File: src/design/ltssm_pkg.sv
package ltssm_pkg;

   // link states in training order
   typedef enum logic [3:0] {
      DETECT_QUIET     = 4'd0,  // waiting for electrical idle break
      DETECT_ACTIVE    = 4'd1,  // receiver detect handshake
      POLL_ACTIVE      = 4'd2,  // TS1 exchange with PAD numbers
      POLL_CONFIG      = 4'd3,  // TS2 exchange with PAD numbers
      CFG_LWIDTH_START = 4'd4,  // link number offered by the DSP
      CFG_LANENUM_WAIT = 4'd5,  // lane numbers offered and echoed
      CFG_COMPLETE     = 4'd6,  // TS2 with final numbers
      CFG_IDLE         = 4'd7,  // quiet period before L0
      L0               = 4'd8   // link up
   } ltssm_state_t;

   // one bit per lane, lane 0 in bit 0
   typedef logic [3:0] lane_mask_t;

   // wide enough for every count below
   typedef logic [4:0] cnt_t;

   // sets a lane sends in a phase before the phase may end
   localparam cnt_t TX_MIN_COUNT = 5'd16;

   // consecutive matching sets in Polling and Complete
   localparam cnt_t POLL_RX_COUNT = 5'd8;

   // consecutive matching TS1 sets in link-width and lane-number phases
   localparam cnt_t CFG_RX_COUNT = 5'd2;

   // clocks spent in Configuration.Idle
   localparam cnt_t IDLE_CYCLES = 5'd16;

   // states in which training sets are exchanged
   function automatic logic is_ts_phase(ltssm_state_t st);
      logic res;
      res = (st == POLL_ACTIVE) || (st == POLL_CONFIG) ||
            (st == CFG_LWIDTH_START) || (st == CFG_LANENUM_WAIT) ||
            (st == CFG_COMPLETE);
      return res;
   endfunction

endpackage

File: src/design/ts_pkg.sv
package ts_pkg;

   typedef logic [7:0]   symbol_t;
   typedef logic [127:0] ts_t;      // 16 symbols, symbol 0 in bits 7..0

   localparam symbol_t SYM_COM = 8'hBC;
   localparam symbol_t SYM_PAD = 8'hF7;
   localparam symbol_t TS1_ID  = 8'h4A;
   localparam symbol_t TS2_ID  = 8'h45;

   // symbol positions within a set
   localparam int IDX_COM  = 0;
   localparam int IDX_LINK = 1;
   localparam int IDX_LANE = 2;
   localparam int IDX_ID   = 3;

   // symbols 4..15 stay zero
   function automatic ts_t build_ts(symbol_t id, symbol_t link, symbol_t lane);
      ts_t ts;
      ts = '0;
      ts[IDX_COM*8  +: 8] = SYM_COM;
      ts[IDX_LINK*8 +: 8] = link;
      ts[IDX_LANE*8 +: 8] = lane;
      ts[IDX_ID*8   +: 8] = id;
      return ts;
   endfunction

   function automatic symbol_t get_sym(ts_t ts, int idx);
      symbol_t sym;
      sym = ts[idx*8 +: 8];
      return sym;
   endfunction

endpackage

File: src/design/ltssm_ctrl.sv
`timescale 1ns/1ps

module ltssm_ctrl #(
   parameter int NUM_LANES = 4
) (
   input  logic                    clk_i,
   input  logic                    arst_n_i,
   input  ltssm_pkg::lane_mask_t   elec_idle_brk_i,
   input  ltssm_pkg::lane_mask_t   rx_det_i,
   input  ltssm_pkg::lane_mask_t   rx_det_seq_ack_i,
   input  ltssm_pkg::lane_mask_t   lane_ready_i,
   output ltssm_pkg::lane_mask_t   rx_det_seq_req_o,
   output ltssm_pkg::lane_mask_t   active_lanes_o,
   output ltssm_pkg::ltssm_state_t state_o,
   output logic                    linkup_o
);
   import ltssm_pkg::*;

   localparam lane_mask_t ALL_LANES = lane_mask_t'((1 << NUM_LANES) - 1);

   ltssm_state_t state_q;
   ltssm_state_t state_d;
   lane_mask_t   req_q;        // outstanding detect requests
   lane_mask_t   ack_seen_q;   // lanes that already acknowledged
   lane_mask_t   ack_done;
   lane_mask_t   active_q;     // lanes with a receiver, from Detect
   cnt_t         idle_cnt_q;
   logic         all_ready;
   logic         idle_done;
   logic         detect_done;

   assign ack_done    = ack_seen_q | (req_q & rx_det_seq_ack_i);
   assign detect_done = (ack_done == ALL_LANES);
   assign all_ready   = ((lane_ready_i & active_q) == active_q);
   assign idle_done   = (idle_cnt_q == cnt_t'(IDLE_CYCLES - 5'd1));

   always_comb begin
      state_d = state_q;
      case (state_q)
         DETECT_QUIET: begin
            if (|elec_idle_brk_i)
               state_d = DETECT_ACTIVE;
         end
         DETECT_ACTIVE: begin
            if (detect_done)
               state_d = (rx_det_i == '0) ? DETECT_QUIET : POLL_ACTIVE;
         end
         POLL_ACTIVE: begin
            if (all_ready)
               state_d = POLL_CONFIG;
         end
         POLL_CONFIG: begin
            if (all_ready)
               state_d = CFG_LWIDTH_START;
         end
         CFG_LWIDTH_START: begin
            if (all_ready)
               state_d = CFG_LANENUM_WAIT;
         end
         CFG_LANENUM_WAIT: begin
            if (all_ready)
               state_d = CFG_COMPLETE;
         end
         CFG_COMPLETE: begin
            if (all_ready)
               state_d = CFG_IDLE;
         end
         CFG_IDLE: begin
            if (idle_done)
               state_d = L0;
         end
         L0:      state_d = L0;            // no recovery, held until reset
         default: state_d = DETECT_QUIET;
      endcase
   end

   always_ff @(posedge clk_i or negedge arst_n_i) begin
      if (!arst_n_i) begin
         state_q    <= DETECT_QUIET;
         req_q      <= '0;
         ack_seen_q <= '0;
         active_q   <= '0;
         idle_cnt_q <= '0;
      end else begin
         state_q <= state_d;

         if (state_q == DETECT_ACTIVE) begin
            req_q      <= ~ack_done;        // request until acknowledged
            ack_seen_q <= ack_done;
         end else begin
            req_q      <= '0;
            ack_seen_q <= '0;
         end

         if (state_q == DETECT_ACTIVE && detect_done)
            active_q <= rx_det_i;           // lane set for the rest of training

         if (state_q == CFG_IDLE)
            idle_cnt_q <= idle_cnt_q + 5'd1;
         else
            idle_cnt_q <= '0;
      end
   end

   assign state_o          = state_q;
   assign active_lanes_o   = active_q;
   assign rx_det_seq_req_o = req_q;
   assign linkup_o         = (state_q == L0);

endmodule

File: src/design/ltssm_top.sv
`timescale 1ns/1ps

module ltssm_top #(
   parameter int              NUM_LANES   = 4,
   parameter int              TS_INTERVAL = 4,
   parameter ts_pkg::symbol_t LINK_NUM    = 8'h01
) (
   input  logic                  clk_i,
   input  logic                  arst_n_i,
   input  logic                  mode_i,                 // 0 DSP, 1 USP
   input  ltssm_pkg::lane_mask_t elec_idle_brk_i,
   input  ltssm_pkg::lane_mask_t rx_det_i,
   input  ltssm_pkg::lane_mask_t rx_det_seq_ack_i,
   output ltssm_pkg::lane_mask_t rx_det_seq_req_o,
   input  ts_pkg::ts_t           ts_i [NUM_LANES],
   input  logic [NUM_LANES-1:0]  ts_vld_i,
   output ts_pkg::ts_t           ts_o [NUM_LANES],
   output logic [NUM_LANES-1:0]  ts_vld_o,
   input  logic [NUM_LANES-1:0]  tx_fifo_full_i,
   output logic                  linkup_o
);
   import ltssm_pkg::*;
   import ts_pkg::*;

   ltssm_state_t state;          // broadcast to all lanes
   lane_mask_t   active_lanes;
   lane_mask_t   lane_ready;

   ltssm_ctrl #(
      .NUM_LANES (NUM_LANES)
   ) u_ctrl (
      .clk_i            (clk_i),
      .arst_n_i         (arst_n_i),
      .elec_idle_brk_i  (elec_idle_brk_i),
      .rx_det_i         (rx_det_i),
      .rx_det_seq_ack_i (rx_det_seq_ack_i),
      .lane_ready_i     (lane_ready),
      .rx_det_seq_req_o (rx_det_seq_req_o),
      .active_lanes_o   (active_lanes),
      .state_o          (state),
      .linkup_o         (linkup_o)
   );

   for (genvar i = 0; i < NUM_LANES; i++) begin : g_lane
      logic    sent_enough;
      symbol_t rcv_link;
      symbol_t rcv_lane;

      ts_generator #(
         .TS_INTERVAL (TS_INTERVAL),
         .LINK_NUM    (LINK_NUM),
         .LANE_IDX    (i)
      ) u_gen (
         .clk_i          (clk_i),
         .arst_n_i       (arst_n_i),
         .mode_i         (mode_i),
         .state_i        (state),
         .active_i       (active_lanes[i]),
         .tx_fifo_full_i (tx_fifo_full_i[i]),
         .rcv_link_i     (rcv_link),
         .rcv_lane_i     (rcv_lane),
         .ts_o           (ts_o[i]),
         .ts_vld_o       (ts_vld_o[i]),
         .sent_enough_o  (sent_enough)
      );

      ts_analyzer #(
         .LANE_IDX (i)
      ) u_ana (
         .clk_i         (clk_i),
         .arst_n_i      (arst_n_i),
         .state_i       (state),
         .ts_i          (ts_i[i]),
         .ts_vld_i      (ts_vld_i[i]),
         .sent_enough_i (sent_enough),
         .rcv_link_o    (rcv_link),
         .rcv_lane_o    (rcv_lane),
         .lane_ready_o  (lane_ready[i])
      );
   end

endmodule

File: src/design/ts_analyzer.sv
`timescale 1ns/1ps

module ts_analyzer #(
   parameter int LANE_IDX = 0
) (
   input  logic                    clk_i,
   input  logic                    arst_n_i,
   input  ltssm_pkg::ltssm_state_t state_i,
   input  ts_pkg::ts_t             ts_i,
   input  logic                    ts_vld_i,
   input  logic                    sent_enough_i,
   output ts_pkg::symbol_t         rcv_link_o,
   output ts_pkg::symbol_t         rcv_lane_o,
   output logic                    lane_ready_o
);
   import ltssm_pkg::*;
   import ts_pkg::*;

   localparam symbol_t LANE_SYM = symbol_t'(LANE_IDX);

   ltssm_state_t state_prev_q;
   logic         phase_new;
   cnt_t         rx_cnt_q;       // consecutive matching sets
   symbol_t      link_q;
   symbol_t      lane_q;
   symbol_t      link_sym;
   symbol_t      lane_sym;
   logic         is_ts1;
   logic         is_ts2;
   logic         pad_pad;
   logic         match;
   logic         need_tx;        // phase also waits for own sent count
   cnt_t         need_rx;

   assign phase_new = (state_i != state_prev_q);
   assign link_sym  = get_sym(ts_i, IDX_LINK);
   assign lane_sym  = get_sym(ts_i, IDX_LANE);
   assign is_ts1    = (get_sym(ts_i, IDX_COM) == SYM_COM) && (get_sym(ts_i, IDX_ID) == TS1_ID);
   assign is_ts2    = (get_sym(ts_i, IDX_COM) == SYM_COM) && (get_sym(ts_i, IDX_ID) == TS2_ID);
   assign pad_pad   = (link_sym == SYM_PAD) && (lane_sym == SYM_PAD);

   always_comb begin
      match   = 1'b0;
      need_tx = 1'b0;
      need_rx = POLL_RX_COUNT;
      case (state_i)
         POLL_ACTIVE: begin
            match   = (is_ts1 | is_ts2) & pad_pad;
            need_tx = 1'b1;
         end
         POLL_CONFIG: begin
            match   = is_ts2 & pad_pad;
            need_tx = 1'b1;
         end
         CFG_LWIDTH_START: begin
            match   = is_ts1 & (link_sym != SYM_PAD);
            need_rx = CFG_RX_COUNT;
         end
         CFG_LANENUM_WAIT: begin
            match   = is_ts1 & (lane_sym == LANE_SYM);
            need_rx = CFG_RX_COUNT;
         end
         CFG_COMPLETE: begin
            match   = is_ts2 & (lane_sym == LANE_SYM);
            need_tx = 1'b1;
         end
         default: match = 1'b0;
      endcase
   end

   always_ff @(posedge clk_i or negedge arst_n_i) begin
      if (!arst_n_i) begin
         state_prev_q <= DETECT_QUIET;
         rx_cnt_q     <= '0;
         link_q       <= SYM_PAD;
         lane_q       <= SYM_PAD;
      end else begin
         state_prev_q <= state_i;

         if (phase_new)
            rx_cnt_q <= cnt_t'(ts_vld_i & match);
         else if (ts_vld_i && !match)
            rx_cnt_q <= '0;                 // run broken
         else if (ts_vld_i && rx_cnt_q != POLL_RX_COUNT)
            rx_cnt_q <= rx_cnt_q + 5'd1;

         // keep last real numbers for the USP echo
         if (ts_vld_i && (is_ts1 || is_ts2)) begin
            if (link_sym != SYM_PAD)
               link_q <= link_sym;
            if (lane_sym != SYM_PAD)
               lane_q <= lane_sym;
         end
      end
   end

   // counters still hold the previous phase on its first clock
   assign lane_ready_o = is_ts_phase(state_i) && !phase_new &&
                         (rx_cnt_q >= need_rx) && (sent_enough_i || !need_tx);
   assign rcv_link_o   = link_q;
   assign rcv_lane_o   = lane_q;

endmodule

File: src/design/ts_generator.sv
`timescale 1ns/1ps

module ts_generator #(
   parameter int              TS_INTERVAL = 4,
   parameter ts_pkg::symbol_t LINK_NUM    = 8'h01,
   parameter int              LANE_IDX    = 0
) (
   input  logic                    clk_i,
   input  logic                    arst_n_i,
   input  logic                    mode_i,         // 0 DSP, 1 USP
   input  ltssm_pkg::ltssm_state_t state_i,
   input  logic                    active_i,
   input  logic                    tx_fifo_full_i,
   input  ts_pkg::symbol_t         rcv_link_i,
   input  ts_pkg::symbol_t         rcv_lane_i,
   output ts_pkg::ts_t             ts_o,
   output logic                    ts_vld_o,
   output logic                    sent_enough_o
);
   import ltssm_pkg::*;
   import ts_pkg::*;

   localparam int               GAP_W    = $clog2(TS_INTERVAL + 1);
   localparam logic [GAP_W-1:0] GAP_MAX  = GAP_W'(TS_INTERVAL);
   localparam symbol_t          LANE_SYM = symbol_t'(LANE_IDX);

   ltssm_state_t     state_prev_q;
   logic             phase_new;
   logic [GAP_W-1:0] gap_q;         // clocks since last set, saturating
   cnt_t             sent_cnt_q;
   symbol_t          id_sym;
   symbol_t          link_sym;
   symbol_t          lane_sym;

   assign phase_new = (state_i != state_prev_q);

   // a USP echoes what it got, the analyzer keeps PAD until a number arrives
   always_comb begin
      id_sym   = TS1_ID;
      link_sym = SYM_PAD;
      lane_sym = SYM_PAD;
      case (state_i)
         POLL_CONFIG: id_sym = TS2_ID;
         CFG_LWIDTH_START: begin
            link_sym = mode_i ? rcv_link_i : LINK_NUM;
         end
         CFG_LANENUM_WAIT, CFG_COMPLETE: begin
            if (state_i == CFG_COMPLETE)
               id_sym = TS2_ID;
            link_sym = mode_i ? rcv_link_i : LINK_NUM;
            lane_sym = mode_i ? rcv_lane_i : LANE_SYM;
         end
         default: id_sym = TS1_ID;
      endcase
   end

   assign ts_o     = build_ts(id_sym, link_sym, lane_sym);
   assign ts_vld_o = is_ts_phase(state_i) & active_i & (gap_q == GAP_MAX) & ~tx_fifo_full_i;

   always_ff @(posedge clk_i or negedge arst_n_i) begin
      if (!arst_n_i) begin
         state_prev_q <= DETECT_QUIET;
         gap_q        <= GAP_MAX;
         sent_cnt_q   <= '0;
      end else begin
         state_prev_q <= state_i;

         if (ts_vld_o)
            gap_q <= GAP_W'(1);
         else if (gap_q != GAP_MAX)
            gap_q <= gap_q + GAP_W'(1);

         if (phase_new)
            sent_cnt_q <= cnt_t'(ts_vld_o);  // fresh count per phase
         else if (ts_vld_o && sent_cnt_q != TX_MIN_COUNT)
            sent_cnt_q <= sent_cnt_q + 5'd1;
      end
   end

   assign sent_enough_o = (sent_cnt_q == TX_MIN_COUNT);

endmodule

File: config.mk
export PLATFORM = sky130hd
export DESIGN_NAME = ltssm_top
export DESIGN_NICKNAME = d
export VERILOG_FILES = /design/src/design/ltssm_pkg.sv /design/src/design/ts_pkg.sv /design/src/design/ltssm_ctrl.sv /design/src/design/ltssm_top.sv /design/src/design/ts_analyzer.sv /design/src/design/ts_generator.sv
export SDC_FILE = /design/constraint.sdc
export NUM_CORES = 1
export LEC_CHECK = 0
export BUFFER_PORTS_ARGS = -buffer_cell sky130_fd_sc_hd__buf_2
export CAP_MARGIN = 10
export CORE_AREA = 3 3 407 409
export DETAILED_ROUTE_END_ITERATION = 8
export DIE_AREA = 0 0 410 412
export PLACE_DENSITY = 0.34
export SLEW_MARGIN = 20
export SYNTH_ARGS = -nofsm -noshare
export SYNTH_HDL_FRONTEND = slang
export SYNTH_SLANG_ARGS = --single-unit
File: constraint.sdc
create_clock -name clk_i -period 3.5 [get_ports clk_i]
set_input_delay 0.7 -clock clk_i [delete_from_list [all_inputs] [get_ports clk_i]]
set_output_delay 0.7 -clock clk_i [all_outputs]
set_load 0.05 [all_outputs]
==> impl_metrics.csv, run 1 <==
group,metric,value,unit
outcome,run_status,"finished, final reports clean",
drt,num_vias,8194,
cells_and_area,design.final.nets,2078,
clock_tree,cts_made_buffers,17,
cells_and_area,syn2layout_area_growth,25.80,%
global_route,overflow,0,
sta,setup_tns,0,ns
worst_setup_path,timing.critical_path.cells,"nand2b_1 > nor2_2 > buf_4 > and3_1 > buf_2",
worst_setup_path,worstPathMaxFanout,28,
min_path,hold_path.class,"input pin to async pin",
drt,drc,0,
sta,final_cycle_utilization_of_the_critical_path,93.19,%
global_route,gr-usage-all-layers,4.358,%
logic_synthesis,netlist_area,11440,um2
place,place.detailed.hpwl,32250,um
global_route,vias_in_the_first_global_route,7635,
sta,finalHoldWorstSlack,0.1436,ns
sta,worstMarginPinSlew,0.7581,ns
logic_synthesis,synth_async_sr_flop_share,100.0,%
worst_setup_path,crit_required,2.80,ns
floorplan,initial_utilization,7.042,%
floorplan,floorplan.io_pins,1056,
place,final_weighted_congestion_in_routability_driven_placement,0.7575,
clock_tree,cts-resized-gates,0,
clock_tree,tritoncts_num_sinks,141,
sta,timing.max_slew.rel_slack,49.46,%
drt,detailedRoute.firstPassIterationCount,4,
logic_synthesis,synth-seq-area-share,31.51,%
floorplan,placement_rows,148,
floorplan,coreArea,162400,um2
clock_tree,post-cts-setup-buffer-count,0,
logic_synthesis,synth_seq_cells,141,
clock_tree,clock-root-buffer,"sky130_fd_sc_hd__clkbuf_16",
logic_synthesis,synth_edf_count,0,
sta,final_number_of_max_transition_violations,0,
global_route,pin_count_of_the_biggest_net_entering_global_routing,69,
logic_synthesis,synthesis.instances,1269,
clock_tree,clk_path_buf_depth,2,
worst_setup_path,crit-reg2reg-launch,"u_ctrl.state_o[2]$_DFFE_PN0P_",
sta,min_period,3.262,ns
floorplan,die_area,168900,um2
logic_synthesis,ys.warnings.count,0,
sta,final_hold_viol_count,0,
worst_setup_path,path_class,"register to primary output",
logic_synthesis,synth_largest_type_area_fraction,29.54,%
sta,setup_viol,0,
global_route,wire_length_of_the_first_global_routing_pass,52930,um
logic_synthesis,synth_top_flop_cell,"sky130_fd_sc_hd__dfrtp_1",
drt,antenna_left,0,
sta,fmaxAchievable,0.3066,GHz
worst_setup_path,end_kind,"primary output",
global_route,antenna_found_initial,15,
clock_tree,h-tree-depth,4,
worst_setup_path,timing.critical_path.arrival,2.56,ns
logic_synthesis,synth_top_area_cell,"sky130_fd_sc_hd__buf_4",
sta,grt_setup_unrepaired,"false",
logic_synthesis,yosys-top-cells-count,"sky130_fd_sc_hd__buf_4 (450), sky130_fd_sc_hd__nand2_1 (151), sky130_fd_sc_hd__dfrtp_1 (81)",
place,io_buffer_count,239,
drt,detail_route.vias_per_cell,2.213,
cells_and_area,share_of_cells_above_drive_strength_1,26.22,%
clock_tree,path_clk_slew,0.07,ns
sta,fin_worst_skew,0.009627,ns
logic_synthesis,synth_area_leaders,"sky130_fd_sc_hd__buf_4 (30%), sky130_fd_sc_hd__dfrtp_1 (18%), sky130_fd_sc_hd__dfstp_2 (14%)",
worst_setup_path,r2r.worst_path.cells,10,
floorplan,die-height,412,um
worst_setup_path,regToRegSetupSlack,0.72,ns
clock_tree,cts-hold-fix-buffers,0,
drt,route.detailed.wl_per_inst,10.43,um
power,peakVddDrop,0.3628,mV
logic_synthesis,syn_avg_cell_area,9.012,um2
logic_synthesis,synth.most_common_cell,"sky130_fd_sc_hd__buf_4",
worst_setup_path,critPathMaxStageDelay,0.51,ns
worst_setup_path,reg2reg_to,"u_ctrl.state_o[1]$_DFFE_PN0P_",
logic_synthesis,synth.lib_cells_used.distinct,68,
worst_setup_path,critical_path.startpoint_type,"register",
job,maxCapViolCount,0,
drt,routed_wirelength,38600,um
floorplan,die-width,410,um
clock_tree,clock_network_latency_to_the_later_pin_of_the_worst_skew_pair,0.46,ns
drt,drt-initial-drc-count,263,
clock_tree,tritoncts,"yes",
power,power.static_leakage,6.168,nW
power,power_per_cell_area,358.7,nW/um2
worst_setup_path,critPathSlowestCell,"sky130_fd_sc_hd__dfrtp_1",
-- registers in the layout (all words and copies together) (netlist names) --
signal	cells
u_ctrl.active_lanes_o	4
u_ctrl.idle_cnt_q	5
u_ctrl.rx_det_seq_req_o	4
u_ctrl.ack_seen_q	4
u_ctrl.state_o	4
g_lane.u_gen.sent_cnt_q	20
g_lane.u_ana.rx_cnt_q	20
g_lane.u_ana.rcv_lane_o	32
g_lane.u_ana.rcv_link_o	32
g_lane.u_gen.gap_q	12
g_lane.u_ana.state_prev_q	4
-- critical path, delay by kind of cell, from the launching register on --
family | cells | cell delay, ns
buf+inv | 2 | 0.68
flops | 1 | 0.51
simple gates | 3 | 0.89
-- layout by cell type, fill, tap and decap left out, types with 6 or more instances in the layout --
master | netlist | routed
sky130_fd_sc_hd__o22a_1 | 8 | 8
sky130_fd_sc_hd__nor2_1 | 63 | 62
sky130_fd_sc_hd__nor2b_1 | 9 | 9
sky130_fd_sc_hd__nor4_1 | 9 | 9
sky130_fd_sc_hd__xnor2_1 | 15 | 15
sky130_fd_sc_hd__inv_1 | 38 | 38
sky130_fd_sc_hd__or4bb_1 | 7 | 7
sky130_fd_sc_hd__nand4b_1 | 9 | 9
sky130_fd_sc_hd__clkbuf_16 | 0 | 18
sky130_fd_sc_hd__nand4bb_1 | 7 | 7
sky130_fd_sc_hd__mux2_1 | 55 | 55
sky130_fd_sc_hd__or2_2 | 9 | 9
sky130_fd_sc_hd__nand3_1 | 21 | 21
sky130_fd_sc_hd__nand4_1 | 27 | 27
sky130_fd_sc_hd__nand2_1 | 151 | 151
sky130_fd_sc_hd__dfstp_2 | 60 | 60
sky130_fd_sc_hd__diode_2 | 0 | 6
sky130_fd_sc_hd__mux2i_1 | 8 | 8
sky130_fd_sc_hd__buf_4 | 450 | 29
sky130_fd_sc_hd__conb_1 | 2 | 432
sky130_fd_sc_hd__and3_1 | 10 | 10
sky130_fd_sc_hd__buf_2 | 3 | 235
sky130_fd_sc_hd__a21oi_1 | 20 | 19
sky130_fd_sc_hd__nand2b_1 | 7 | 7
sky130_fd_sc_hd__ha_1 | 34 | 34
sky130_fd_sc_hd__nor3_1 | 15 | 15
sky130_fd_sc_hd__a211o_1 | 8 | 8
sky130_fd_sc_hd__nor2_2 | 6 | 7
sky130_fd_sc_hd__dfrtp_1 | 81 | 81
sky130_fd_sc_hd__xor2_1 | 20 | 20
sky130_fd_sc_hd__o21ai_1 | 8 | 8
-- worst max path at each step --
stage                                        from  depth (start not counted)                                   endpoint
finish              u_ctrl.state_o[3]$_DFFE_PN0P_                          5                                  ts_o[403]
global route        u_ctrl.state_o[1]$_DFFE_PN0P_                          6                                ts_vld_o[1]
CTS                 u_ctrl.state_o[1]$_DFFE_PN0P_                          6                                ts_vld_o[1]
detailed placement                      ts_i[151]                          8    g_lane[2].u_ana.rx_cnt_q[1]$_DFFE_PN0P_
global placement                        ts_i[413]                          8  g_lane[0].u_ana.rcv_link_o[3]$_DFFE_PN0P_
floorplan           u_ctrl.state_o[1]$_DFFE_PN0P_                         10              u_ctrl.state_o[1]$_DFFE_PN0P_
-- metrics by stage --
stage          util (%)  total power [W]  instances  cell area, um2  setup WS (ns)
2_1_floorplan         -         0.003428       1699           13050         0.4414
3_3_place_gp      8.483         0.003285       3665           13780         0.4679
5_1_grt           8.851         0.005433       3698           14370        0.08689
4_1_cts           8.849         0.005259       3697           14370         0.1262
6_report          8.859         0.005161       3703           14390         0.2382
3_5_place_dp      8.483         0.003280       3665           13780         0.4844
-- power breakdown --
part / switching, W / total [W] / internal (W)
Clock: 0.000854 / 0.00191 / 0.00105
Combinational: 0.00129 / 0.00149 / 0.000205
Sequential: 0.0000472 / 0.00176 / 0.00171
-- final cells by class --
class | count | area, um2
fill | 18990 | 148000
multi-input combinational | 1038 | 5793
sequential | 141 | 3603
tap | 2175 | 2721
timing repair buffer | 270 | 1505
clock buffer | 19 | 464.2
inverter | 41 | 153.9
clock inverter | 13 | 130.1
antenna | 6 | 15.01
-- per-layer routing --
layer,track usage [%],vias to the layer above,part of all wire [%]
met3,1.998,40,12
met5,0,-,0.21
li1,-,3824,-
met2,7.374,499,48
met1,4.636,3819,37
met4,1.946,12,2.9
-- kinds of logic (layout without fill, tap and decap cells) --
kind of cell,after synthesis,in the layout,share of synthesized area [%]
mux,67,67,6.510
other cells,2,438,0.06567
flops,141,141,31.51
fa+ha+maj,34,34,3.720
simple gates,387,387,18.12
xor+xnor,35,35,2.681
compound gates,83,83,5.394
buf+inv,520,343,32.00
Power figures use the tool's default switching activity.
==> inputs of run 2 (changes only) <==
Settings changed: MAX_ROUTING_LAYER set to met4.
==> run 2 against run 1 <==
- combinational power hardly changed
- clock-buffer cell count stayed put
- final area is 0.12% higher
- core utilization about the same
- largest power group unchanged
- fmax is 0.44% lower
==> impl_metrics.csv, run 2 (synthesis results as in run 1) <==
group,metric,value,unit
cells_and_area,layout_common_cells,"sky130_fd_sc_hd__conb_1 (432), sky130_fd_sc_hd__buf_2 (235), sky130_fd_sc_hd__nand2_1 (151)",
worst_setup_path,path_class,"register to primary output",
clock_tree,h-tree-depth,4,
global_route,antenna_found_initial,16,
cells_and_area,filler_cell_count,18990,
global_route,vias_in_the_first_global_route,7656,
drt,detailedRoute.firstPassIterationCount,4,
sta,timing.final.ws_setup,0.2238,ns
worst_setup_path,regToRegSetupSlack,0.72,ns
power,power_per_cell_area,358.4,nW/um2
cells_and_area,postLayoutCoreUtil,8.869,%
cells_and_area,seq_area,3603,um2
global_route,wire_length_of_the_first_global_routing_pass,52840,um
worst_setup_path,critPathMaxStageDelay,0.51,ns
outcome,run_status,"finished, final reports clean",
power,peakVddDrop,0.3634,mV
clock_tree,clock-root-buffer,"sky130_fd_sc_hd__clkbuf_16",
worst_setup_path,r2r.worst_path.cells,10,
drt,route.detailed.wl_per_inst,10.41,um
worst_setup_path,timing.critical_path.buf_inv,2,
clock_tree,tritoncts_num_sinks,141,
power,net-switching-power,0.002190,W
floorplan,placement_rows,148,
power,clockPowerShare,37.0,%
global_route,overflow,0,
sta,final_cycle_utilization_of_the_critical_path,93.61,%
power,power_frac_comb,28.9,%
worst_setup_path,critPathSlowestCell,"sky130_fd_sc_hd__dfrtp_1",
sta,fin_worst_skew,0.009414,ns
clock_tree,post-cts-setup-buffer-count,0,
cells_and_area,share_of_cells_above_drive_strength_1,26.22,%
min_path,hold_path.class,"input pin to async pin",
global_route,gr-usage-all-layers,4.482,%
sta,final_hold_viol_count,0,
sta,worstMarginPinSlew,0.7545,ns
drt,num_vias,8171,
place,post-place-cells,3665,
sta,final_number_of_max_transition_violations,0,
clock_tree,clk_path_buf_depth,2,
drt,antenna_left,0,
place,final_weighted_congestion_in_routability_driven_placement,0.7674,
floorplan,die-width,410,um
worst_setup_path,critical_path.startpoint_type,"register",
floorplan,initial_utilization,7.042,%
floorplan,die-height,412,um
job,maxCapViolCount,0,
worst_setup_path,reg2reg_to,"u_ctrl.state_o[1]$_DFFE_PN0P_",
clock_tree,cts_made_buffers,17,
place,io_buffer_count,239,
cells_and_area,design.final.nets,2078,
worst_setup_path,timing.critical_path.arrival,2.58,ns
cells_and_area,multiInputGateArea,5793,um2
worst_setup_path,crit_required,2.80,ns
sta,fmaxAchievable,0.3052,GHz
power,p_int,0.002973,W
global_route,pin_count_of_the_biggest_net_entering_global_routing,69,
sta,min_period,3.276,ns
sta,setup_tns,0,ns
clock_tree,tritoncts,"yes",
drt,detail_route.vias_per_cell,2.202,
clock_tree,path_clk_slew,0.07,ns
cells_and_area,stdcell_count,3710,
worst_setup_path,timing.critical_path.cells,"nand2b_1 > nor2_2 > buf_4 > and3_1 > buf_2",
power,p_sw_share,42.42,%
sta,grt_setup_unrepaired,"false",
power,power.static_leakage,6.168,nW
drt,routed_wirelength,38630,um
place,place.detailed.hpwl,32250,um
place,dp_slack,0.4844,ns
drt,drc,0,
drt,drt-initial-drc-count,275,
floorplan,coreArea,162400,um2
worst_setup_path,worstPathMaxFanout,28,
worst_setup_path,end_kind,"primary output",
clock_tree,cts-resized-gates,0,
worst_setup_path,crit-reg2reg-launch,"u_ctrl.state_o[2]$_DFFE_PN0P_",
floorplan,die_area,168900,um2
floorplan,floorplan.io_pins,1056,
sta,setup_viol,0,
power,sequentialPowerShare,34.1,%
cells_and_area,mostFrequentLayoutCell,"sky130_fd_sc_hd__conb_1",
sta,timing.max_slew.rel_slack,49.70,%
worst_setup_path,cp_top_family,"simple AND/OR/NAND/NOR gates",
clock_tree,clock_network_latency_to_the_later_pin_of_the_worst_skew_pair,0.46,ns
clock_tree,cts-hold-fix-buffers,0,
cells_and_area,syn2layout_area_growth,25.95,%
sta,finalHoldWorstSlack,0.1391,ns
[run 2: power groups by stage]
stage	registers [W]	clock network (W)	logic [W]
floorplan	0.00178	0	0.00165
global placement	0.00179	0	0.00150
detailed placement	0.00179	0	0.00149
CTS	0.00176	0.00200	0.00149
global route	0.00177	0.00206	0.00161
finish	0.00176	0.00191	0.00149
[run 2: worst register-to-register path, stage by stage, from the launching register on]
cell                        delay (ns)
sky130_fd_sc_hd__dfrtp_1          0.41
sky130_fd_sc_hd__buf_4            0.20
sky130_fd_sc_hd__nor3b_1          0.20
sky130_fd_sc_hd__buf_4            0.22
sky130_fd_sc_hd__ha_1             0.25
sky130_fd_sc_hd__a211o_1          0.30
sky130_fd_sc_hd__a211o_1          0.36
sky130_fd_sc_hd__a31oi_1          0.29
sky130_fd_sc_hd__a2111oi_4        0.12
sky130_fd_sc_hd__o21bai_2         0.15
sky130_fd_sc_hd__mux2i_1          0.21
[run 2: final cells by class]
type	count	area share, %
diodes	13	0.2259
multi-input cells	1038	40.22
inverters	41	1.068
flip-flops and latches	141	25.02
repair buffers	270	10.45
clock inverters	13	0.9034
clock buffers	19	3.223
well taps	2175	18.89
[run 2: how the worst max path moves through the flow]
| stage | startpoint | end | cells past startpoint |
|---|---|---|---|
| finish | u_ctrl.state_o[3]$_DFFE_PN0P_ | ts_o[403] | 5 |
| global route | u_ctrl.state_o[1]$_DFFE_PN0P_ | ts_vld_o[1] | 6 |
| CTS | u_ctrl.state_o[1]$_DFFE_PN0P_ | ts_vld_o[1] | 6 |
| detailed placement | ts_i[151] | g_lane[2].u_ana.rx_cnt_q[1]$_DFFE_PN0P_ | 8 |
| global placement | ts_i[413] | g_lane[0].u_ana.rcv_link_o[3]$_DFFE_PN0P_ | 8 |
| floorplan | u_ctrl.state_o[1]$_DFFE_PN0P_ | u_ctrl.state_o[1]$_DFFE_PN0P_ | 10 |
[run 2: routing by layer]
layer,GRT usage [%],share of wire (%),vias to the layer above
met5,-,0,-
met4,1.871,2.4,0
met3,1.880,11,25
met2,7.365,48,498
met1,4.735,38,3812
li1,-,-,3836
[run 2: stage by stage]
step	cell area (um2)	total power [W]
2_1_floorplan	13050	0.003428
5_1_grt	14400	0.005435
3_5_place_dp	13780	0.003280
4_1_cts	14370	0.005259
6_report	14400	0.005162
3_3_place_gp	13780	0.003285
==> inputs of run 3 (changes only) <==
Settings changed: CORE_AREA 3 3 407 409 to 3 3 408 410, DIE_AREA 0 0 410 412 to 0 0 411 413, PLACE_DENSITY 0.34 to 0.35, SYNTH_HIERARCHICAL set to 1.
==> run 3 against run 2 <==
- clock-buffer cell count shrank 2
- die area grew 0.49%
- routed wire length grew 14%
- total power grew 3.9%
- global-route usage grew 0.62 points
- non-clock buffer count grew 13
- clock power grew 11%
- final area grew 12%
- critical path type unchanged
- largest cell class unchanged
==> impl_metrics.csv, run 3 <==
group,metric,value,unit
power,p_int,0.003101,W
logic_synthesis,ys.warnings.count,6,
worst_setup_path,reg2reg_to,"u_ctrl/state_o[0]$_DFFE_PN0P_",
clock_tree,clk_path_buf_depth,2,
sta,final_number_of_max_transition_violations,0,
cells_and_area,design.final.nets,2206,
worst_setup_path,worstPathMaxFanout,15,
floorplan,floorplan.io_pins,1056,
global_route,antenna_found_initial,26,
floorplan,die_area,169700,um2
sta,final_hold_viol_count,0,
worst_setup_path,end_kind,"primary output",
sta,setup_tns,0,ns
power,power_per_cell_area,332.0,nW/um2
floorplan,die-height,413,um
cells_and_area,filler_cell_count,18810,
logic_synthesis,synth_seq_cells,169,
min_path,hold_path.class,"input pin to async pin",
sta,fin_worst_skew,0.01436,ns
sta,finalHoldWorstSlack,0.2068,ns
global_route,pin_count_of_the_biggest_net_entering_global_routing,65,
drt,drt-initial-drc-count,368,
drt,routed_wirelength,43890,um
place,place.detailed.hpwl,36030,um
sta,worstMarginPinSlew,1.084,ns
worst_setup_path,path_class,"register to primary output",
worst_setup_path,regToRegSetupSlack,0.44,ns
clock_tree,cts_made_buffers,17,
global_route,overflow,0,
sta,final_cycle_utilization_of_the_critical_path,94.06,%
logic_synthesis,synth.lib_cells_used.distinct,86,
worst_setup_path,most_frequent_cell_on_the_critical_path,"sky130_fd_sc_hd__buf_4",
power,net-switching-power,0.002262,W
drt,detailedRoute.firstPassIterationCount,4,
logic_synthesis,synth.most_common_cell,"sky130_fd_sc_hd__buf_4",
floorplan,coreArea,162800,um2
floorplan,die-width,411,um
job,maxCapViolCount,0,
power,power_frac_comb,23.8,%
logic_synthesis,synth_edf_count,0,
power,sequentialPowerShare,36.6,%
worst_setup_path,crit-reg2reg-launch,"u_ctrl/state_o[3]$_DFFE_PN0P_",
logic_synthesis,synth_largest_type_area_fraction,25.45,%
global_route,wire_length_of_the_first_global_routing_pass,59860,um
clock_tree,clock_network_latency_to_the_later_pin_of_the_worst_skew_pair,0.50,ns
worst_setup_path,timing.critical_path.cells,"buf_4 > buf_4 > nand2b_1 > nor2_1 > and3_1 > buf_2",
drt,num_vias,9035,
logic_synthesis,synth-seq-area-share,33.16,%
global_route,vias_in_the_first_global_route,8302,
clock_tree,h-tree-depth,4,
drt,antenna_left,0,
clock_tree,clock-root-buffer,"sky130_fd_sc_hd__clkbuf_16",
worst_setup_path,timing.critical_path.arrival,2.59,ns
clock_tree,tritoncts_num_sinks,169,
sta,fmaxAchievable,0.3038,GHz
cells_and_area,syn2layout_area_growth,24.43,%
sta,min_period,3.292,ns
drt,route.detailed.wl_per_inst,11.44,um
clock_tree,path_clk_slew,0.09,ns
logic_synthesis,netlist_area,12980,um2
logic_synthesis,yosys-top-cells-count,"sky130_fd_sc_hd__buf_4 (440), sky130_fd_sc_hd__nand2_1 (132), sky130_fd_sc_hd__dfrtp_1 (109)",
logic_synthesis,synth_area_leaders,"sky130_fd_sc_hd__buf_4 (25%), sky130_fd_sc_hd__dfrtp_1 (21%), sky130_fd_sc_hd__dfstp_2 (12%)",
worst_setup_path,critPathSlowestCell,"sky130_fd_sc_hd__dfrtp_2",
power,p_sw_share,42.18,%
logic_synthesis,synthesis.instances,1363,
sta,setup_viol,0,
place,place_area,15510,um2
drt,detail_route.vias_per_cell,2.356,
cells_and_area,layout.cell_area.non_filler,16150,um2
cells_and_area,layout_common_cells,"sky130_fd_sc_hd__conb_1 (432), sky130_fd_sc_hd__buf_2 (238), sky130_fd_sc_hd__nand2_1 (132)",
power,total_power,0.005363,W
place,final_weighted_congestion_in_routability_driven_placement,0.6952,
worst_setup_path,critPathMaxStageDelay,0.58,ns
power,peakVddDrop,0.3779,mV
clock_tree,tritoncts,"yes",
global_route,gr-usage-all-layers,5.106,%
logic_synthesis,synth_async_sr_flop_share,100.0,%
floorplan,placement_rows,148,
worst_setup_path,r2r.worst_path.cells,12,
logic_synthesis,synth_top_flop_cell,"sky130_fd_sc_hd__dfrtp_1",
logic_synthesis,synth_top_area_cell,"sky130_fd_sc_hd__buf_4",
cells_and_area,share_of_cells_above_drive_strength_1,30.73,%
sta,timing.max_slew.rel_slack,26.97,%
clock_tree,post-cts-setup-buffer-count,0,
logic_synthesis,syn_avg_cell_area,9.523,um2
worst_setup_path,crit_required,2.80,ns
floorplan,initial_utilization,7.974,%
power,clockPowerShare,39.5,%
worst_setup_path,critical_path.startpoint_type,"register",
outcome,run_status,"finished, final reports clean",
sta,grt_setup_unrepaired,"false",
place,io_buffer_count,239,
power,power.static_leakage,6.867,nW
cells_and_area,mostFrequentLayoutCell,"sky130_fd_sc_hd__conb_1",
drt,drc,0,
[run 3: what timing repair did]
action | CTS | global route
resized for setup | 0 | 1
hold buffers | 0 | 0
endpoints found under the setup margin | 0 | 1
[run 3: stage by stage]
stage	worst slack, ns	instances	utilization (%)
after floorplan	0.1787	1787	-
after global placement	0.3443	3793	9.526
after detailed placement	0.3789	3793	9.526
after CTS	0.03444	3825	9.905
after global routing	0.02572	3833	9.919
final	0.2080	3835	9.922
[run 3: routing by layer]
metal / GRT usage, % / routed length, um / up-vias
li1: - / - / 4293
met1: 6.625 / 20090 / 4229
met2: 7.436 / 19400 / 470
met3: 1.853 / 3762 / 43
met4: 1.330 / 640 / 0
met5: - / 0 / -
[run 3: final cells by class]
type / instances / area (um2) / area share [%]
clock inverter: 15 / 191.4 / 1.185
tap: 2175 / 2721 / 16.85
clock buffer: 17 / 425.4 / 2.634
multi-input combinational: 1112 / 6703 / 41.50
inverter: 54 / 202.7 / 1.255
timing repair buffer: 283 / 1570 / 9.723
sequential: 169 / 4312 / 26.70
antenna: 10 / 25.02 / 0.1549
[run 3: worst max path at each step]
stage	startpoint	to	slack [ns]	cells past startpoint
finish	u_ctrl/state_o[3]$_DFFE_PN0P_	ts_o[403]	0.21	6
global route	u_ctrl/state_o[3]$_DFFE_PN0P_	ts_o[403]	0.03	6
CTS	u_ctrl/state_o[3]$_DFFE_PN0P_	ts_o[403]	0.03	6
detailed placement	u_ctrl/state_o[3]$_DFFE_PN0P_	u_ctrl/state_o[0]$_DFFE_PN0P_	0.38	10
global placement	u_ctrl/state_o[3]$_DFFE_PN0P_	u_ctrl/state_o[0]$_DFFE_PN0P_	0.34	10
floorplan	u_ctrl/state_o[0]$_DFFE_PN0P_	ts_o[411]	0.18	5
[run 3: power groups by stage]
stage	clock network [W]	registers, W	logic, W
floorplan	0	0.00200	0.00145
global placement	0	0.00200	0.00127
detailed placement	0	0.00200	0.00127
CTS	0.00229	0.00197	0.00127
global route	0.00235	0.00197	0.00134
finish	0.00212	0.00197	0.00128
[run 3: kinds of logic after synthesis]
logic type	share of synthesized area (%)
xor gates and xnor gates	4.386
adders and majority gates	3.277
DFF	33.16
AOI/OAI and AO/OA	5.543
muxes	6.381
buffers and inverters	27.52
other	0.2314
and+or+nand+nor	19.50
[run 3: critical path: cells and delay by family, from the launching register on]
family                 cells  cell delay [ns]
buffers and inverters      3             0.81
DFF                        1             0.58
and+or+nand+nor            3             0.70
